**src/verilog/fetch_pkg.sv**
```systemverilog
/*
 * Shared types of the instruction-fetch side
 * Addresses, memory handshake records, block union and fetch packet
 */
package fetch_pkg;

    ////////////////////////////////////////
    // Address space
    ////////////////////////////////////////

    localparam int MEM_ADDR_BITS     = 16;   // 64 KB reach memory
    localparam int BLOCK_OFFSET_BITS = 3;    // 8 bytes per block

    typedef logic [31:0] addr_t;             // Byte address
    typedef logic [MEM_ADDR_BITS-BLOCK_OFFSET_BITS-1:0] block_addr_t;  // Bits 15..3
    typedef logic [31:0] insn_t;

    ////////////////////////////////////////
    // Memory handshake
    ////////////////////////////////////////

    // Transaction tag, zero means nothing pending
    typedef logic [3:0] mem_tag_t;

    typedef enum logic [1:0] {
        MEM_NONE  = 2'd0,
        MEM_LOAD  = 2'd1,
        MEM_STORE = 2'd2
    } mem_command_e;

    // One memory block, seen whole or as two instructions
    typedef union packed {
        logic [63:0]  block;                 // Whole 64-bit word
        insn_t [1:0]  insn;                  // Element 0 at the lower address
    } mem_block_u;

    typedef struct packed {
        logic         valid;                 // Request present this cycle
        mem_command_e command;
        addr_t        addr;                  // Block aligned for loads
        mem_block_u   data;                  // Store payload
    } mem_req_t;

    typedef struct packed {
        mem_tag_t   transaction_tag;         // Same cycle answer to a load
        mem_block_u data;
        mem_tag_t   data_tag;                // Tag of the load this data belongs to
    } mem_resp_t;

    ////////////////////////////////////////
    // Fetch output
    ////////////////////////////////////////

    typedef struct packed {
        logic  valid;
        addr_t pc;
        insn_t insn;
    } fetch_packet_t;

    // Block number of a byte address, upper bits dropped
    function automatic block_addr_t block_of(input addr_t addr);
        return addr[MEM_ADDR_BITS-1:BLOCK_OFFSET_BITS];
    endfunction

endpackage

```
**src/verilog/icache.sv**
```systemverilog
/*
 * Direct-mapped blocking instruction cache
 * One memory load in flight at a time, abandoned when the fetch address moves
 */
`timescale 1ns/1ps

module icache
    import fetch_pkg::*;
#(
    parameter int CACHE_LINES = 32
) (
    input  logic       clock,
    input  logic       reset,
    input  addr_t      fetch_addr,
    input  logic       fetch_valid,
    input  mem_resp_t  mem_resp,
    output mem_req_t   mem_req,
    output mem_block_u cache_block,
    output logic       cache_hit
);

    localparam int INDEX_BITS = $clog2(CACHE_LINES);
    localparam int TAG_BITS   = $bits(block_addr_t) - INDEX_BITS;

    typedef logic [INDEX_BITS-1:0] index_t;
    typedef logic [TAG_BITS-1:0]   cache_tag_t;  // Cache tag, unrelated to memory tags

    typedef struct packed {
        mem_block_u data;
        cache_tag_t tag;
    } line_t;

    ////////////////////////////////////////
    // Line storage
    ////////////////////////////////////////

    line_t                  lines [CACHE_LINES];  // Data and tag per line
    logic [CACHE_LINES-1:0] line_valid;           // Cleared by reset

    block_addr_t fetch_block;
    index_t      current_index;
    index_t      last_index;
    cache_tag_t  current_tag;
    cache_tag_t  last_tag;
    logic        line_match;

    assign fetch_block                  = block_of(fetch_addr);
    assign {current_tag, current_index} = fetch_block;

    // Hit is purely combinational on the current address
    assign line_match  = line_valid[current_index] && (lines[current_index].tag == current_tag);
    assign cache_hit   = fetch_valid && line_match;
    assign cache_block = lines[current_index].data;

    ////////////////////////////////////////
    // Miss tracking
    ////////////////////////////////////////

    mem_tag_t current_mem_tag;    // Memory tag we may be waiting on
    logic     miss_outstanding;   // Load not yet accepted by memory
    logic     primed;             // Low until the first address has been seen
    logic     changed_addr;
    logic     got_mem_data;
    logic     update_mem_tag;
    logic     unanswered_miss;
    logic     issue_load;

    // New block requested, or first cycle out of reset
    assign changed_addr = !primed || (current_index != last_index) || (current_tag != last_tag);

    // Data for our own load, a zero tag never matches
    assign got_mem_data = (current_mem_tag != '0) && (mem_resp.data_tag == current_mem_tag);

    // Drop the old tag on a move, keep sampling while unaccepted, clear after fill
    assign update_mem_tag = changed_addr || miss_outstanding || got_mem_data;

    always_comb begin
        if (changed_addr) begin
            unanswered_miss = !line_match;                   // Fresh miss starts next cycle
        end else begin
            unanswered_miss = miss_outstanding && (mem_resp.transaction_tag == '0);
        end
    end

    // Retry the load every cycle until memory hands out a tag
    assign issue_load = miss_outstanding && !changed_addr;

    always_comb begin
        mem_req.valid   = issue_load;
        mem_req.command = issue_load ? MEM_LOAD : MEM_NONE;
        mem_req.addr    = {fetch_addr[31:BLOCK_OFFSET_BITS], {BLOCK_OFFSET_BITS{1'b0}}};
        mem_req.data    = '0;                                // Cache never stores
    end

    ////////////////////////////////////////
    // State registers
    ////////////////////////////////////////

    always_ff @(posedge clock) begin
        if (reset) begin
            primed           <= 1'b0;
            last_index       <= '0;
            last_tag         <= '0;
            current_mem_tag  <= '0;
            miss_outstanding <= 1'b0;
            line_valid       <= '0;
        end else begin
            primed           <= 1'b1;
            last_index       <= current_index;
            last_tag         <= current_tag;
            miss_outstanding <= unanswered_miss;
            if (update_mem_tag) begin
                current_mem_tag <= mem_resp.transaction_tag;  // Zero unless a load was taken
            end
            if (got_mem_data) begin
                line_valid[last_index] <= 1'b1;
            end
        end
    end

    // Fill goes to the block the load was issued for
    // which is last_index even if the address moves this very cycle
    always_ff @(posedge clock) begin
        if (got_mem_data) begin
            lines[last_index].data <= mem_resp.data;
            lines[last_index].tag  <= last_tag;
        end
    end

endmodule

```
**config.mk**
```make
export PLATFORM = sky130hd
export DESIGN_NAME = icache
export DESIGN_NICKNAME = d
export VERILOG_FILES = /design/src/verilog/fetch_pkg.sv /design/src/verilog/icache.sv
export SDC_FILE = /design/constraint.sdc
export NUM_CORES = 2
export LEC_CHECK = 0
export BUFFER_PORTS_ARGS = -buffer_cell sky130_fd_sc_hd__buf_2
export CAP_MARGIN = 20
export CORE_ASPECT_RATIO = 0.9
export CORE_MARGIN = 2
export CORE_UTILIZATION = 61
export CTS_CLUSTER_SIZE = 24
export DETAILED_ROUTE_END_ITERATION = 7
export GPL_TIMING_DRIVEN = 0
export PLACE_DENSITY = 0.78
export SLEW_MARGIN = 5
export SYNTH_ARGS = -nofsm -noshare
export SYNTH_HDL_FRONTEND = slang
export SYNTH_SLANG_ARGS = --single-unit
```
**constraint.sdc**
```tcl
create_clock -name clock -period 12.5 [get_ports clock]
set_input_delay 1.875 -clock clock [delete_from_list [all_inputs] [get_ports clock]]
set_output_delay 1.875 -clock clock [all_outputs]
set_load 0.05 [all_outputs]
```
==> metrics.log <==
[metrics] setup bufs post-CTS: 0
[metrics] clock slew at the register clock pins of the worst setup and hold paths: 60 ps
[metrics] Cell Pwr Density: 157 nW/um^2
[metrics] Routed Antenna Nets: 0
[metrics] post-synthesis async set-or-reset flop share: 0%
[metrics] initial cell density of the core: 61.7%
[metrics] vias per cell: a little over 7
[metrics] synthesized instance count: 3,671
[metrics] unrepaired setup endpoints after global routing: no
[metrics] top cells by area, synth: sky130_fd_sc_hd__edfxtp_1, sky130_fd_sc_hd__mux4_2, sky130_fd_sc_hd__dfxtp_1, sky130_fd_sc_hd__buf_4, sky130_fd_sc_hd__mux2_2
[metrics] clock root buffer master: sky130_fd_sc_hd__clkbuf_16
[metrics] wire per inst: 39.9 um
[metrics] sequential area share after synthesis: 77.8%
[metrics] # H-tree levels: 4
[metrics] count leader, synth: sky130_fd_sc_hd__edfxtp_1
[metrics] CORE AREA: 146,000 um^2
[metrics] number of resized instances in the post-cts repair step: 0
[metrics] number of design rule violations left after detail routing: 0
[metrics] wire length of the first global-routing pass: 354 mm
[metrics] count of input and output buffers: 180
[metrics] actual transition at the worst max-transition pin: 1200 ps
[metrics] # Max-Cap Violations: 0
[metrics] peak supply drop: 163 uV
[metrics] status: complete, no violations
[metrics] Worst setup SP type: input port
[metrics] detailed-placement wirelength estimate: 147 mm
[metrics] maximum fanout encountered on the critical timing path: 10
[metrics] total congestion overflow after global routing: 0
[metrics] switching share of power: 21.9%
[metrics] largest net degree at the start of global routing: 34
[metrics] deepest clock path buffer count: 3
[metrics] Total Wirelength: 256 mm
[metrics] fin worst setup slack: between 4000 and 5000 ps
[metrics] cell internal power dissipation: between 10,000 and 15,000 uW
[metrics] top flip-flop cell by instance count after synthesis: sky130_fd_sc_hd__edfxtp_1
[metrics] worst reg2reg path depth: 9
[metrics] number of cells on the worst hold path: 1
[metrics] crit-path max cell delay: 920 ps
[metrics] Yosys warning count: 0
[metrics] number of standard-cell rows in the floorplan: ~130
[metrics] most numerous cell types in the synthesized netlist: sky130_fd_sc_hd__edfxtp_1, sky130_fd_sc_hd__mux4_2, sky130_fd_sc_hd__buf_4, sky130_fd_sc_hd__clkbuf_1, sky130_fd_sc_hd__buf_2
[metrics] area added between synthesis and finish: 15.3%
[metrics] cells along the critical path: buf_2, clkbuf_1, buf_1, buf_8, clkbuf_2, clkbuf_1, mux4_2, mux2_2, buf_2
[metrics] Final Max Tran Viols: 0
[metrics] worst-skew pair later-pin latency: between 800 and 900 ps
[metrics] Yosys cell types: 50
[metrics] number of global-route vias before repair: approximately 46,000
[metrics] area enclosed by the die boundary: 151,000 um^2
[metrics] Post-Route Skew: 29.4 ps
[metrics] DP Worst Slack: 4470 ps
[metrics] portion of total power attributed to the clock network: around two fifths
[metrics] Setup Viol. Count Final: 0
[metrics] net count of the finished layout: roughly 4,400
[metrics] Avg Inst Size Synth: 24.6 um^2
[metrics] Required @ worst endpoint: 10,620 ps
[metrics] proportion of power drawn by flip-flops and latches: between 50% and 60%
[metrics] die outline width: 410 um
[metrics] top-area cell type share of the netlist area: approximately three quarters
[metrics] Setup TNS Final: 0 ps
[metrics] Largest delay share family, worst path: buffers and inverters
[metrics] router iterations before antenna repair: 5
[metrics] clock sink total: 2,355
[metrics] part of the power in combinational logic: around 5.9%
[metrics] endpoint type of the worst setup path: output port
[metrics] kind of path behind the tightest hold check: reg -> reg
[metrics] endpoint of the lowest-slack register-to-register path: lines[0][44]
[metrics] Overall Global Routing Usage: 34.1%
[metrics] TritonCTS clock tree: done
[metrics] count of buffering cells on the critical path with inverters included: 7
[metrics] DRT iter0 DRCs: 7,592
[metrics] routability cong.: 0.770
[metrics] initial antenna violation count: 20
[metrics] y dimension of the die: about 370 um
[metrics] hold bufs inserted after CTS: 0
[metrics] slack of the worst reg-to-reg path: 9140 ps
[metrics] flip-flop and latch count after synthesis: 2,355
[metrics] origin of the critical flop-to-flop path: current_mem_tag[0]
[metrics] Slew HR: 19.8%
[metrics] worst-case hold path end point: line_valid[14]
[metrics] io pins: 271
[metrics] routed vias: 45,903
[metrics] Post-synth EDFFs: 2,304
[metrics] biggest area consumer among synthesized cells: sky130_fd_sc_hd__edfxtp_1
[metrics] slowest library cell on the worst path: sky130_fd_sc_hd__clkbuf_1
[metrics] fin crit share: ~66%
[metrics] Inserted Clock Buffers: 218
[metrics] Final Hold Fails: 0
[metrics] highest attainable clock frequency: 122 MHz
[metrics] endpoint arrival time on the critical path: 6340 ps
[metrics] Netlist Area Pre-Place: 90,300 um^2
[metrics] critical path start-end classification: in -> out
[metrics] total net switching power: 3590 uW
[metrics] fraction of layout cells with a size suffix above 1: 36.2%
[metrics] Period minus WS final: 8220 ps
[metrics] Hold Crit Start: line_valid[14]
[metrics] static leakage: 0.0335 uW
==> sequential cells by signal, summed over array words and instances, names as in the netlist <==
register	cells
line_valid	32
lines	2304
last_tag	8
miss_outstanding	1
last_index	5
current_mem_tag	4
primed	1
==> final cells by class <==
class                           instances  area, um^2
Clock inverter                        116        1140
Timing Repair Buffer                  318        3760
Inverter                                6        22.5
Tap cell                             1957        2450
Antenna cell                           10        25.0
Buffer                                281        1630
Multi-Input combinational cell       1096       18900
Clock buffer                          286        5900
Fill cell                            7993       42400
Sequential cell                      2355       70200
==> power by group through the flow <==
stage	clock, uW	sequential (uW)	combinational, uW
2_1_floorplan	0	8850	599
3_3_place_gp	0	8860	905
3_5_place_dp	0	8860	937
4_1_cts	6690	8690	960
5_1_grt	6970	8690	1000
6_report	6690	8690	970
==> cell families (layout without fill, tap and decap cells) <==
logic type	after synthesis	after routing	synth area share (%)
DFF	2355	2355	77.8
muxes	803	803	18.8
buffers and inverters	287	1007	1.82
and+or+nand+nor	125	125	0.708
AOI/OAI and AO/OA	73	73	0.596
xor gates and xnor gates	27	27	0.262
other	1	78	0.00415
==> through the flow <==
stage / cells / hold WS (ps) / power (uW) / instance area, um^2 / utilization (%)
3_3_place_gp: 5875 / 441 / 9760 / 93900 / 64.1
4_1_cts: 6410 / 464 / 16300 / 104000 / 71.0
2_1_floorplan: 3738 / 435 / 9450 / 90500 / -
6_report: 6425 / 468 / 16300 / 104000 / 71.1
3_5_place_dp: 6008 / 449 / 9790 / 96900 / 66.2
5_1_grt: 6422 / 488 / 16700 / 104000 / 71.1
==> layout by cell type, fill, tap and decap left out, types with 18 or more instances in the layout <==
cell type and count:
sky130_fd_sc_hd__buf_12 109, sky130_fd_sc_hd__buf_16 21, sky130_fd_sc_hd__buf_2 255, sky130_fd_sc_hd__buf_4 108, sky130_fd_sc_hd__bufinv_16 21, sky130_fd_sc_hd__clkbuf_1 139
sky130_fd_sc_hd__clkbuf_16 224, sky130_fd_sc_hd__clkinv_1 43, sky130_fd_sc_hd__clkinv_2 32, sky130_fd_sc_hd__conb_1 68, sky130_fd_sc_hd__dfxtp_1 51, sky130_fd_sc_hd__edfxtp_1 2304
sky130_fd_sc_hd__mux2_2 64, sky130_fd_sc_hd__mux2i_1 31, sky130_fd_sc_hd__mux4_2 698, sky130_fd_sc_hd__nor2_4 32, sky130_fd_sc_hd__nor2b_1 20, sky130_fd_sc_hd__o21a_1 32
sky130_fd_sc_hd__xnor2_1 18
==> worst max-delay path by stage <==
stage,start,end,slack [ps],cells past startpoint
global route,fetch_addr[7],cache_block[5],4400,9
CTS,fetch_addr[7],cache_block[7],4460,9
finish,fetch_addr[7],cache_block[7],4280,9
global placement,mem_resp[0],lines[16][44],1010,7
detailed placement,fetch_addr[7],cache_block[2],4470,9
floorplan,mem_resp[0],lines[25][0],6290,6
==> routing by layer <==
layer  vias up  routed length, um  track usage (%)
met5         -                 67                0
met4        10              13700             15.8
met3       763              32600             7.42
met2      4253             126000             55.1
met1     23981              83700             45.1
li1      16896                  -                -
Power figures use the tool's default switching activity.
