==> config.mk <==
export PLATFORM = sky130hd
export DESIGN_NAME = fetch_unit
export DESIGN_NICKNAME = d
export VERILOG_FILES = /design/src/verilog/fetch_pkg.sv /design/src/verilog/fetch_unit.sv
export SDC_FILE = /design/constraint.sdc
export NUM_CORES = 1
export LEC_CHECK = 0
export BUFFER_PORTS_ARGS = -buffer_cell sky130_fd_sc_hd__buf_2
export CAP_MARGIN = 0
export CORE_ASPECT_RATIO = 1.1
export CORE_UTILIZATION = 36
export CTS_BUF_LIST = sky130_fd_sc_hd__clkbuf_2 sky130_fd_sc_hd__clkbuf_4 sky130_fd_sc_hd__clkbuf_8
export DETAILED_ROUTE_END_ITERATION = 6
export GPL_TIMING_DRIVEN = 0
export HOLD_SLACK_MARGIN = 0.1
export PLACE_DENSITY = 0.79
export SLEW_MARGIN = 20
export SYNTH_ARGS = -nofsm -noshare
export SYNTH_HDL_FRONTEND = slang
export SYNTH_SLANG_ARGS = --single-unit
==> constraint.sdc <==
create_clock -name clock -period 3.5 [get_ports clock]
set_input_delay 0.7 -clock clock [delete_from_list [all_inputs] [get_ports clock]]
set_output_delay 0.7 -clock clock [all_outputs]
set_load 0.02 [all_outputs]
==> src/verilog/fetch_pkg.sv <==
/*
 * Shared types of the instruction-fetch side
 * Addresses, memory handshake records, block union and fetch packet
 */
package fetch_pkg;

    ////////////////////////////////////////
    // Address space
    ////////////////////////////////////////

    localparam int MEM_ADDR_BITS     = 16;   // 64 KB reach memory
    localparam int BLOCK_OFFSET_BITS = 3;    // 8 bytes per block

    typedef logic [31:0] addr_t;             // Byte address
    typedef logic [MEM_ADDR_BITS-BLOCK_OFFSET_BITS-1:0] block_addr_t;  // Bits 15..3
    typedef logic [31:0] insn_t;

    ////////////////////////////////////////
    // Memory handshake
    ////////////////////////////////////////

    // Transaction tag, zero means nothing pending
    typedef logic [3:0] mem_tag_t;

    typedef enum logic [1:0] {
        MEM_NONE  = 2'd0,
        MEM_LOAD  = 2'd1,
        MEM_STORE = 2'd2
    } mem_command_e;

    // One memory block, seen whole or as two instructions
    typedef union packed {
        logic [63:0]  block;                 // Whole 64-bit word
        insn_t [1:0]  insn;                  // Element 0 at the lower address
    } mem_block_u;

    typedef struct packed {
        logic         valid;                 // Request present this cycle
        mem_command_e command;
        addr_t        addr;                  // Block aligned for loads
        mem_block_u   data;                  // Store payload
    } mem_req_t;

    typedef struct packed {
        mem_tag_t   transaction_tag;         // Same cycle answer to a load
        mem_block_u data;
        mem_tag_t   data_tag;                // Tag of the load this data belongs to
    } mem_resp_t;

    ////////////////////////////////////////
    // Fetch output
    ////////////////////////////////////////

    typedef struct packed {
        logic  valid;
        addr_t pc;
        insn_t insn;
    } fetch_packet_t;

    // Block number of a byte address, upper bits dropped
    function automatic block_addr_t block_of(input addr_t addr);
        return addr[MEM_ADDR_BITS-1:BLOCK_OFFSET_BITS];
    endfunction

endpackage

==> src/verilog/fetch_unit.sv <==
/*
 * Fetch unit with program counter, redirect and stall handling
 * Selects one instruction out of the cached block
 */
`timescale 1ns/1ps

module fetch_unit
    import fetch_pkg::*;
(
    input  logic          clock,
    input  logic          reset,
    input  addr_t         reset_pc,
    input  addr_t         redirect_target,
    input  logic          redirect,
    input  logic          stall,
    output addr_t         fetch_addr,
    output logic          fetch_valid,
    input  mem_block_u    cache_block,
    input  logic          cache_hit,
    output fetch_packet_t packet
);

    ////////////////////////////////////////
    // Program counter
    ////////////////////////////////////////

    addr_t pc;
    addr_t next_pc;
    logic  running;      // Low in the first cycle after reset
    logic  advance;

    // Word select inside the 8-byte block
    logic  word_sel;

    assign fetch_addr  = pc;
    assign fetch_valid = running;       // Lookup is meaningful only once running
    assign word_sel    = pc[2];

    // Packet is formed in the same cycle as the lookup
    always_comb begin
        packet.valid = cache_hit && !redirect;        // Redirect kills the current fetch
        packet.pc    = pc;
        packet.insn  = cache_block.insn[word_sel];    // Upper word when pc[2] set
    end

    // Step only when an instruction actually leaves
    assign advance = packet.valid && !stall;

    always_comb begin
        if (redirect) begin
            next_pc = redirect_target;    // Redirect beats stall and miss
        end else if (advance) begin
            next_pc = pc + 32'd4;
        end else begin
            next_pc = pc;                 // Stall or miss holds the pc
        end
    end

    ////////////////////////////////////////
    // Registers
    ////////////////////////////////////////

    always_ff @(posedge clock) begin
        if (reset) begin
            pc      <= reset_pc;
            running <= 1'b0;
        end else begin
            pc      <= next_pc;
            running <= 1'b1;
        end
    end

endmodule

==> results of run 1 <==
flip-flops by register name, indices dropped and copies added, names as in the netlist:
register / cells
fetch_valid: 1
fetch_addr: 32
through the flow:
step	hold slack (ns)	utilization, %	setup WS, ns	cells
2_1_floorplan	0.7834	-	0.1504	290
3_3_place_gp	0.6643	54.39	-1.059	624
3_5_place_dp	0.6853	54.91	1.098	625
4_1_cts	0.6815	55.99	0.8394	632
5_1_grt	0.6918	55.99	0.7614	632
6_report	0.6871	55.99	0.8871	632
kinds of logic (layout without fill, tap and decap cells):
| family | Yosys count | after routing | synth area share [%] |
|---|---|---|---|
| simple gates | 79 | 79 | 16.47 |
| compound gates | 58 | 58 | 13.11 |
| buf+inv | 58 | 295 | 12.34 |
| mux | 38 | 38 | 15.22 |
| flops | 33 | 33 | 35.19 |
| xor+xnor | 23 | 23 | 7.226 |
| fa+ha+maj | 1 | 1 | 0.4488 |
synth_stat cells (all sizes together):
| library cell | count |
|---|---|
| buf | 37 |
| nor2b | 3 |
| xor2 | 14 |
| nand3b | 1 |
| nand4 | 11 |
| xnor2 | 9 |
| nor2 | 12 |
| clkinv | 1 |
| a22o | 2 |
| o221ai | 1 |
| a31oi | 2 |
| clkbuf | 12 |
| nor4 | 4 |
| dfxtp | 1 |
| a21oi | 6 |
| a31o | 1 |
| mux2i | 3 |
| or3 | 1 |
| nand3 | 14 |
| edfxtp | 32 |
| ha | 1 |
| inv | 8 |
| o211ai | 1 |
| o21ai | 23 |
| nor3 | 5 |
| and3 | 3 |
| o31ai | 1 |
| nand4b | 1 |
| o22ai | 2 |
| a22oi | 17 |
| nand2 | 23 |
| and4 | 1 |
| a2111oi | 2 |
| mux2 | 35 |
area by class of cell:
cell class | instances | area share [%]
Tap cell | 105 | 3.140
Multi-Input combinational cell | 199 | 35.23
Clock buffer | 6 | 1.824
Clock inverter | 1 | 0.08971
Sequential cell | 33 | 23.44
Timing Repair Buffer | 230 | 28.05
Buffer | 49 | 7.416
Inverter | 9 | 0.8074
report_power, final:
group / switching, mW / internal, mW / total [mW]
sequential: 0.0667 / 0.489 / 0.556
clock: 0.144 / 0.142 / 0.286
combinational: 0.346 / 0.282 / 0.628
total: 0.557 / 0.913 / 1.47
layout by cell type, fill, tap and decap left out, types with 2 or more instances in the layout:
cell	n
a21oi_1	6
a22o_1	2
a2111oi_0	2
clkbuf_1	11
mux2i_1	3
mux2_2	35
nand3_4	2
clkinv_1	2
nor3_1	4
buf_4	32
o21ai_1	4
o21ai_0	18
xor2_1	14
buf_2	233
a22oi_1	17
nand3_1	12
edfxtp_1	32
xnor2_1	9
a31oi_1	2
nor2b_1	3
o22ai_1	2
nand4_1	10
nand2_1	23
nor2_1	11
inv_1	8
and3_1	2
clkbuf_8	5
nor4_1	3
metal layers:
layer	up-vias	part of all wire, %	wire length [µm]	track usage [%]
met5	-	0	0	0
met3	18	5.2	503	3.954
met1	1481	35	3374	22.73
met2	145	57	5523	48.02
met4	0	2.6	254	8.889
li1	1513	-	-	-
final timing paths:
check	slack, ns	depth (start not counted)	end	startpoint
worst max-delay path	0.89	4	packet[10]	fetch_addr[2]
worst min-delay path	0.69	3	fetch_addr[4]	reset_pc[4]
worst max register to register	1.31	6	fetch_addr[30]	fetch_addr[3]
worst min register to register	0.70	2	fetch_addr[31]	fetch_addr[31]
critical path: stages, from the launching register on:
cell and delay (ns):
edfxtp_1 0.42, buf_2 0.23, buf_1 0.41, mux2_2 0.40
buf_2 0.16
==> flow_metrics.env, run 1 <==
export IMPL_outcome="finished clean"
export IMPL_clock_root_buffer="clkbuf_8"
export IMPL_finalSetupViolations=0
export IMPL_synthCells=290
export IMPL_cts_sinks=33
export IMPL_dr_first_iter_drc_count=86
export IMPL_total_leakage_power_nw=1.999
export IMPL_antenna_found_initial=0
export IMPL_cts_resized=0
export IMPL_period_needed_ns=2.613
export IMPL_die_w_um=85.90
export IMPL_dieArea_um2=8100
export IMPL_wl_per_cell_um=15.28
export IMPL_synth_top_area_cell="edfxtp_1"
export IMPL_synth_top_area_share_pct=34.47
export IMPL_fin_tns_setup_ns=0
export IMPL_post_cts_buffers=0
export IMPL_design_power_total_mw=1.469
export IMPL_gp_congestion=0.8830
export IMPL_min_period_over_period_pct=74.65
export IMPL_grt_pass1_wl_um=14550
export IMPL_htree_levels=2
export IMPL_drtPass1Iterations=4
export IMPL_n_antenna_cell=0
export IMPL_critPathLaunchType="flop"
export IMPL_nets=661
export IMPL_clockBufferDepth=2
export IMPL_numCtsBuffers=5
export IMPL_fillerInstances=667
export IMPL_dp_hpwl_um=7970
export IMPL_fmax_ghz=0.3827
export IMPL_finClkSkew_ns=0.007297
export IMPL_clkSlewWorstSetupHoldPaths_ns=0.07
export IMPL_grt_overflow_total=0
export IMPL_hp_class="in -> reg"
export IMPL_placed_area_um2=4104
export IMPL_grt_use_total_pct=23.41
export IMPL_drc=0
export IMPL_syn_nets=424
export IMPL_max_cap_violations=0
export IMPL_rsz0062_at_grt="no"
export IMPL_hold_viol_final=0
export IMPL_io_pins=231
export IMPL_register_area_um2=980.9
export IMPL_cts_tree="done"
export IMPL_drv_slew=0
export IMPL_portBuffers=229
export IMPL_vias_per_cell=4.995
export IMPL_drive_above_1_share_pct=60.15
export IMPL_grt_max_degree=18
export IMPL_wl_um=9655
export IMPL_max_slew_margin_pct=62.60
export IMPL_grt_pass1_vias=3102
export IMPL_required_ns=2.80
export IMPL_ys_warn_count=0
export IMPL_ys_top_cells_by_area="edfxtp_1, mux2_2, buf_4"
export IMPL_avgSynthCellArea_um2=9.613
export IMPL_cts_hold_buf=0
export IMPL_vdd_drop_max_uv=137.1
export IMPL_clock_latency_ns=0.29
export IMPL_end_kind="output pin"
export IMPL_tightest_slew_ns=0.5590
export IMPL_ys_ff_latch=33
export IMPL_initial_utilization_pct=37.30
export IMPL_drtAntennaViolNets=0
export IMPL_crit_type="reg -> out"
export IMPL_dieHeight_um=94.29
export IMPL_yosysSeqAreaShare_pct=35.19
export IMPL_final_design_area_no_fill_um2=4184
export IMPL_yosysUniqueCellTypes=44
export IMPL_multi_input_area_um2=1474
export IMPL_synth_area_um2=2788
export IMPL_worstPathArrival_ns=1.91
export IMPL_cp_max_fo=10
export IMPL_core_um2=7473
export IMPL_vias=3157
export IMPL_power_density_nw_per_um2=351.2
export IMPL_fp_row_count=33
export IMPL_area_growth_pct=50.09
Power figures use the tool's default switching activity.
==> run 2, diff against run 1 <==
- clock period: 3.5 -> 2.1 ns (I/O delays scaled with it)
==> run 2 against run 1 <==
  * Sequential cell count unchanged
  * Setup slack worse by 0.81 ns
  * Critical path depth unchanged
  * Die area unchanged
  * Clock-buffer cell count unchanged
  * Critical path type unchanged
  * Critical endpoint is now packet[20]
  * Largest power group unchanged
  * Highest routed layer unchanged
==> flow_metrics.env, run 2 (synthesis results as in run 1) <==
export IMPL_clock_latency_ns=0.28
export IMPL_power_density_nw_per_um2=581.1
export IMPL_finalSetupViolations=0
export IMPL_r2r_start="fetch_addr[4]"
export IMPL_drtAntennaViolNets=0
export IMPL_drtPass1Iterations=4
export IMPL_vias=3170
export IMPL_seq_power_share_pct=37.5
export IMPL_core_um2=7473
export IMPL_worstPathArrival_ns=1.60
export IMPL_finClkSkew_ns=0.006215
export IMPL_cts_hold_buf=0
export IMPL_r2r_cells=6
export IMPL_vdd_drop_max_uv=205.9
export IMPL_worst_hold_path_endpoint="fetch_addr[5]"
export IMPL_final_common_cell="buf_2"
export IMPL_total_leakage_power_nw=2.040
export IMPL_end_kind="output pin"
export IMPL_crit_type="reg -> out"
export IMPL_grt_pass1_vias=3119
export IMPL_p_comb_share_pct=43.3
export IMPL_die_w_um=85.90
export IMPL_vias_per_cell=4.969
export IMPL_r2r_slack_ns=0.14
export IMPL_crit_path_start="fetch_addr[2]"
export IMPL_n_antenna_cell=0
export IMPL_area_growth_pct=52.29
export IMPL_drive_above_1_share_pct=61.35
export IMPL_cp_max_fo=10
export IMPL_max_cap_violations=0
export IMPL_rsz0062_at_grt="no"
export IMPL_sw_frac_of_total_pct=37.69
export IMPL_clock_root_buffer="clkbuf_8"
export IMPL_outcome="finished clean"
export IMPL_p_int_mw=1.537
export IMPL_final_cells=638
export IMPL_drc=0
export IMPL_initial_utilization_pct=37.30
export IMPL_io_pins=231
export IMPL_fp_row_count=33
export IMPL_clkPwrFrac_pct=19.2
export IMPL_hold_start="reset_pc[5]"
export IMPL_min_path_cells=3
export IMPL_numCtsBuffers=5
export IMPL_grt_use_total_pct=23.42
export IMPL_fin_util_pct=56.81
export IMPL_cts_sinks=33
export IMPL_required_ns=1.68
export IMPL_critPathLaunchType="flop"
export IMPL_hp_class="in -> reg"
export IMPL_clockBufferDepth=2
export IMPL_final_cell_mix="buf_2, buf_4, mux2_2"
export IMPL_tightest_slew_ns=0.5792
export IMPL_max_slew_margin_pct=61.24
export IMPL_portBuffers=229
export IMPL_dp_hpwl_um=7983
export IMPL_nets=667
export IMPL_min_period_over_period_pct=96.12
export IMPL_wl_um=9747
export IMPL_fmax_ghz=0.4954
export IMPL_largest_reg_flops=32
export IMPL_grt_overflow_total=0
export IMPL_clkSlewWorstSetupHoldPaths_ns=0.07
export IMPL_period_needed_ns=2.019
export IMPL_r2r_end="fetch_addr[31]"
export IMPL_dieHeight_um=94.29
export IMPL_wl_per_cell_um=15.28
export IMPL_grt_pass1_wl_um=14510
export IMPL_antenna_found_initial=0
export IMPL_cts_tree="done"
export IMPL_htree_levels=2
export IMPL_hold_viol_final=0
export IMPL_dr_first_iter_drc_count=116
export IMPL_p_sw_mw=0.9298
export IMPL_drv_slew=0
export IMPL_gp_congestion=0.8964
export IMPL_dieArea_um2=8100
export IMPL_grt_max_degree=17
export IMPL_dp_cells=625
export IMPL_fin_tns_setup_ns=0
-- run 2: changes by cell type in the layout (fill, tap and decap cells not counted), sizes merged --
cell | before | now
buf | 267 | 275
clkbuf | 18 | 16
-- run 2: layout make-up --
class,count,area [µm²]
well taps,105,131.4
clock buffers,6,76.32
multi-input cells,199,1476
clock inverters,1,3.754
fillers,699,3228
flip-flops and latches,33,980.9
repair buffers,236,1219
plain buffers,49,324.1
inverters,9,33.78
-- run 2: critical path: stages (launching register included) --
cell      delay [ns]
edfxtp_1        0.40
buf_4           0.19
buf_4           0.19
mux2_2          0.37
buf_2           0.17
-- run 2: repair_timing --
action / 4_1_cts / 5_1_grt
endpoints found under the setup margin: 31 / 24
pin swaps: 1 / 1
buffers inserted: 5 / 1
gates resized for setup: 8 / 2
-- run 2: per-layer routing --
metal	global-route usage (%)	wire [µm]
met4	10.00	244
met1	23.14	3405
met2	47.22	5543
met3	3.691	554
met5	0	0
-- run 2: power by group through the flow --
stage | Sequential, mW | Clock, mW | Combinational [mW]
4_1_cts | 0.926 | 0.483 | 1.07
2_1_floorplan | 1.00 | 0 | 0.572
5_1_grt | 0.941 | 0.504 | 1.14
3_5_place_dp | 0.944 | 0 | 1.05
6_report | 0.926 | 0.473 | 1.07
3_3_place_gp | 0.938 | 0 | 1.02
-- run 2: per-stage QoR --
stage	worst slack, ns	power [mW]	hold WS, ns	area (µm²)
floorplan	0.2191	1.576	0.5558	2791
CTS	0.02327	2.480	0.4143	4238
global route	0.002583	2.589	0.4188	4245
finish	0.08143	2.467	0.4209	4245
global placement	-0.1272	1.962	0.6671	4069
detailed placement	-0.06718	1.993	0.7064	4104
-- run 2: worst max path at each step --
stage,endpoint,slack [ns]
after global placement,fetch_addr[26],-0.13
after CTS,packet[20],0.02
after detailed placement,fetch_addr[30],-0.07
after global routing,packet[20],0.003
after floorplan,packet[10],0.22
final,packet[20],0.08
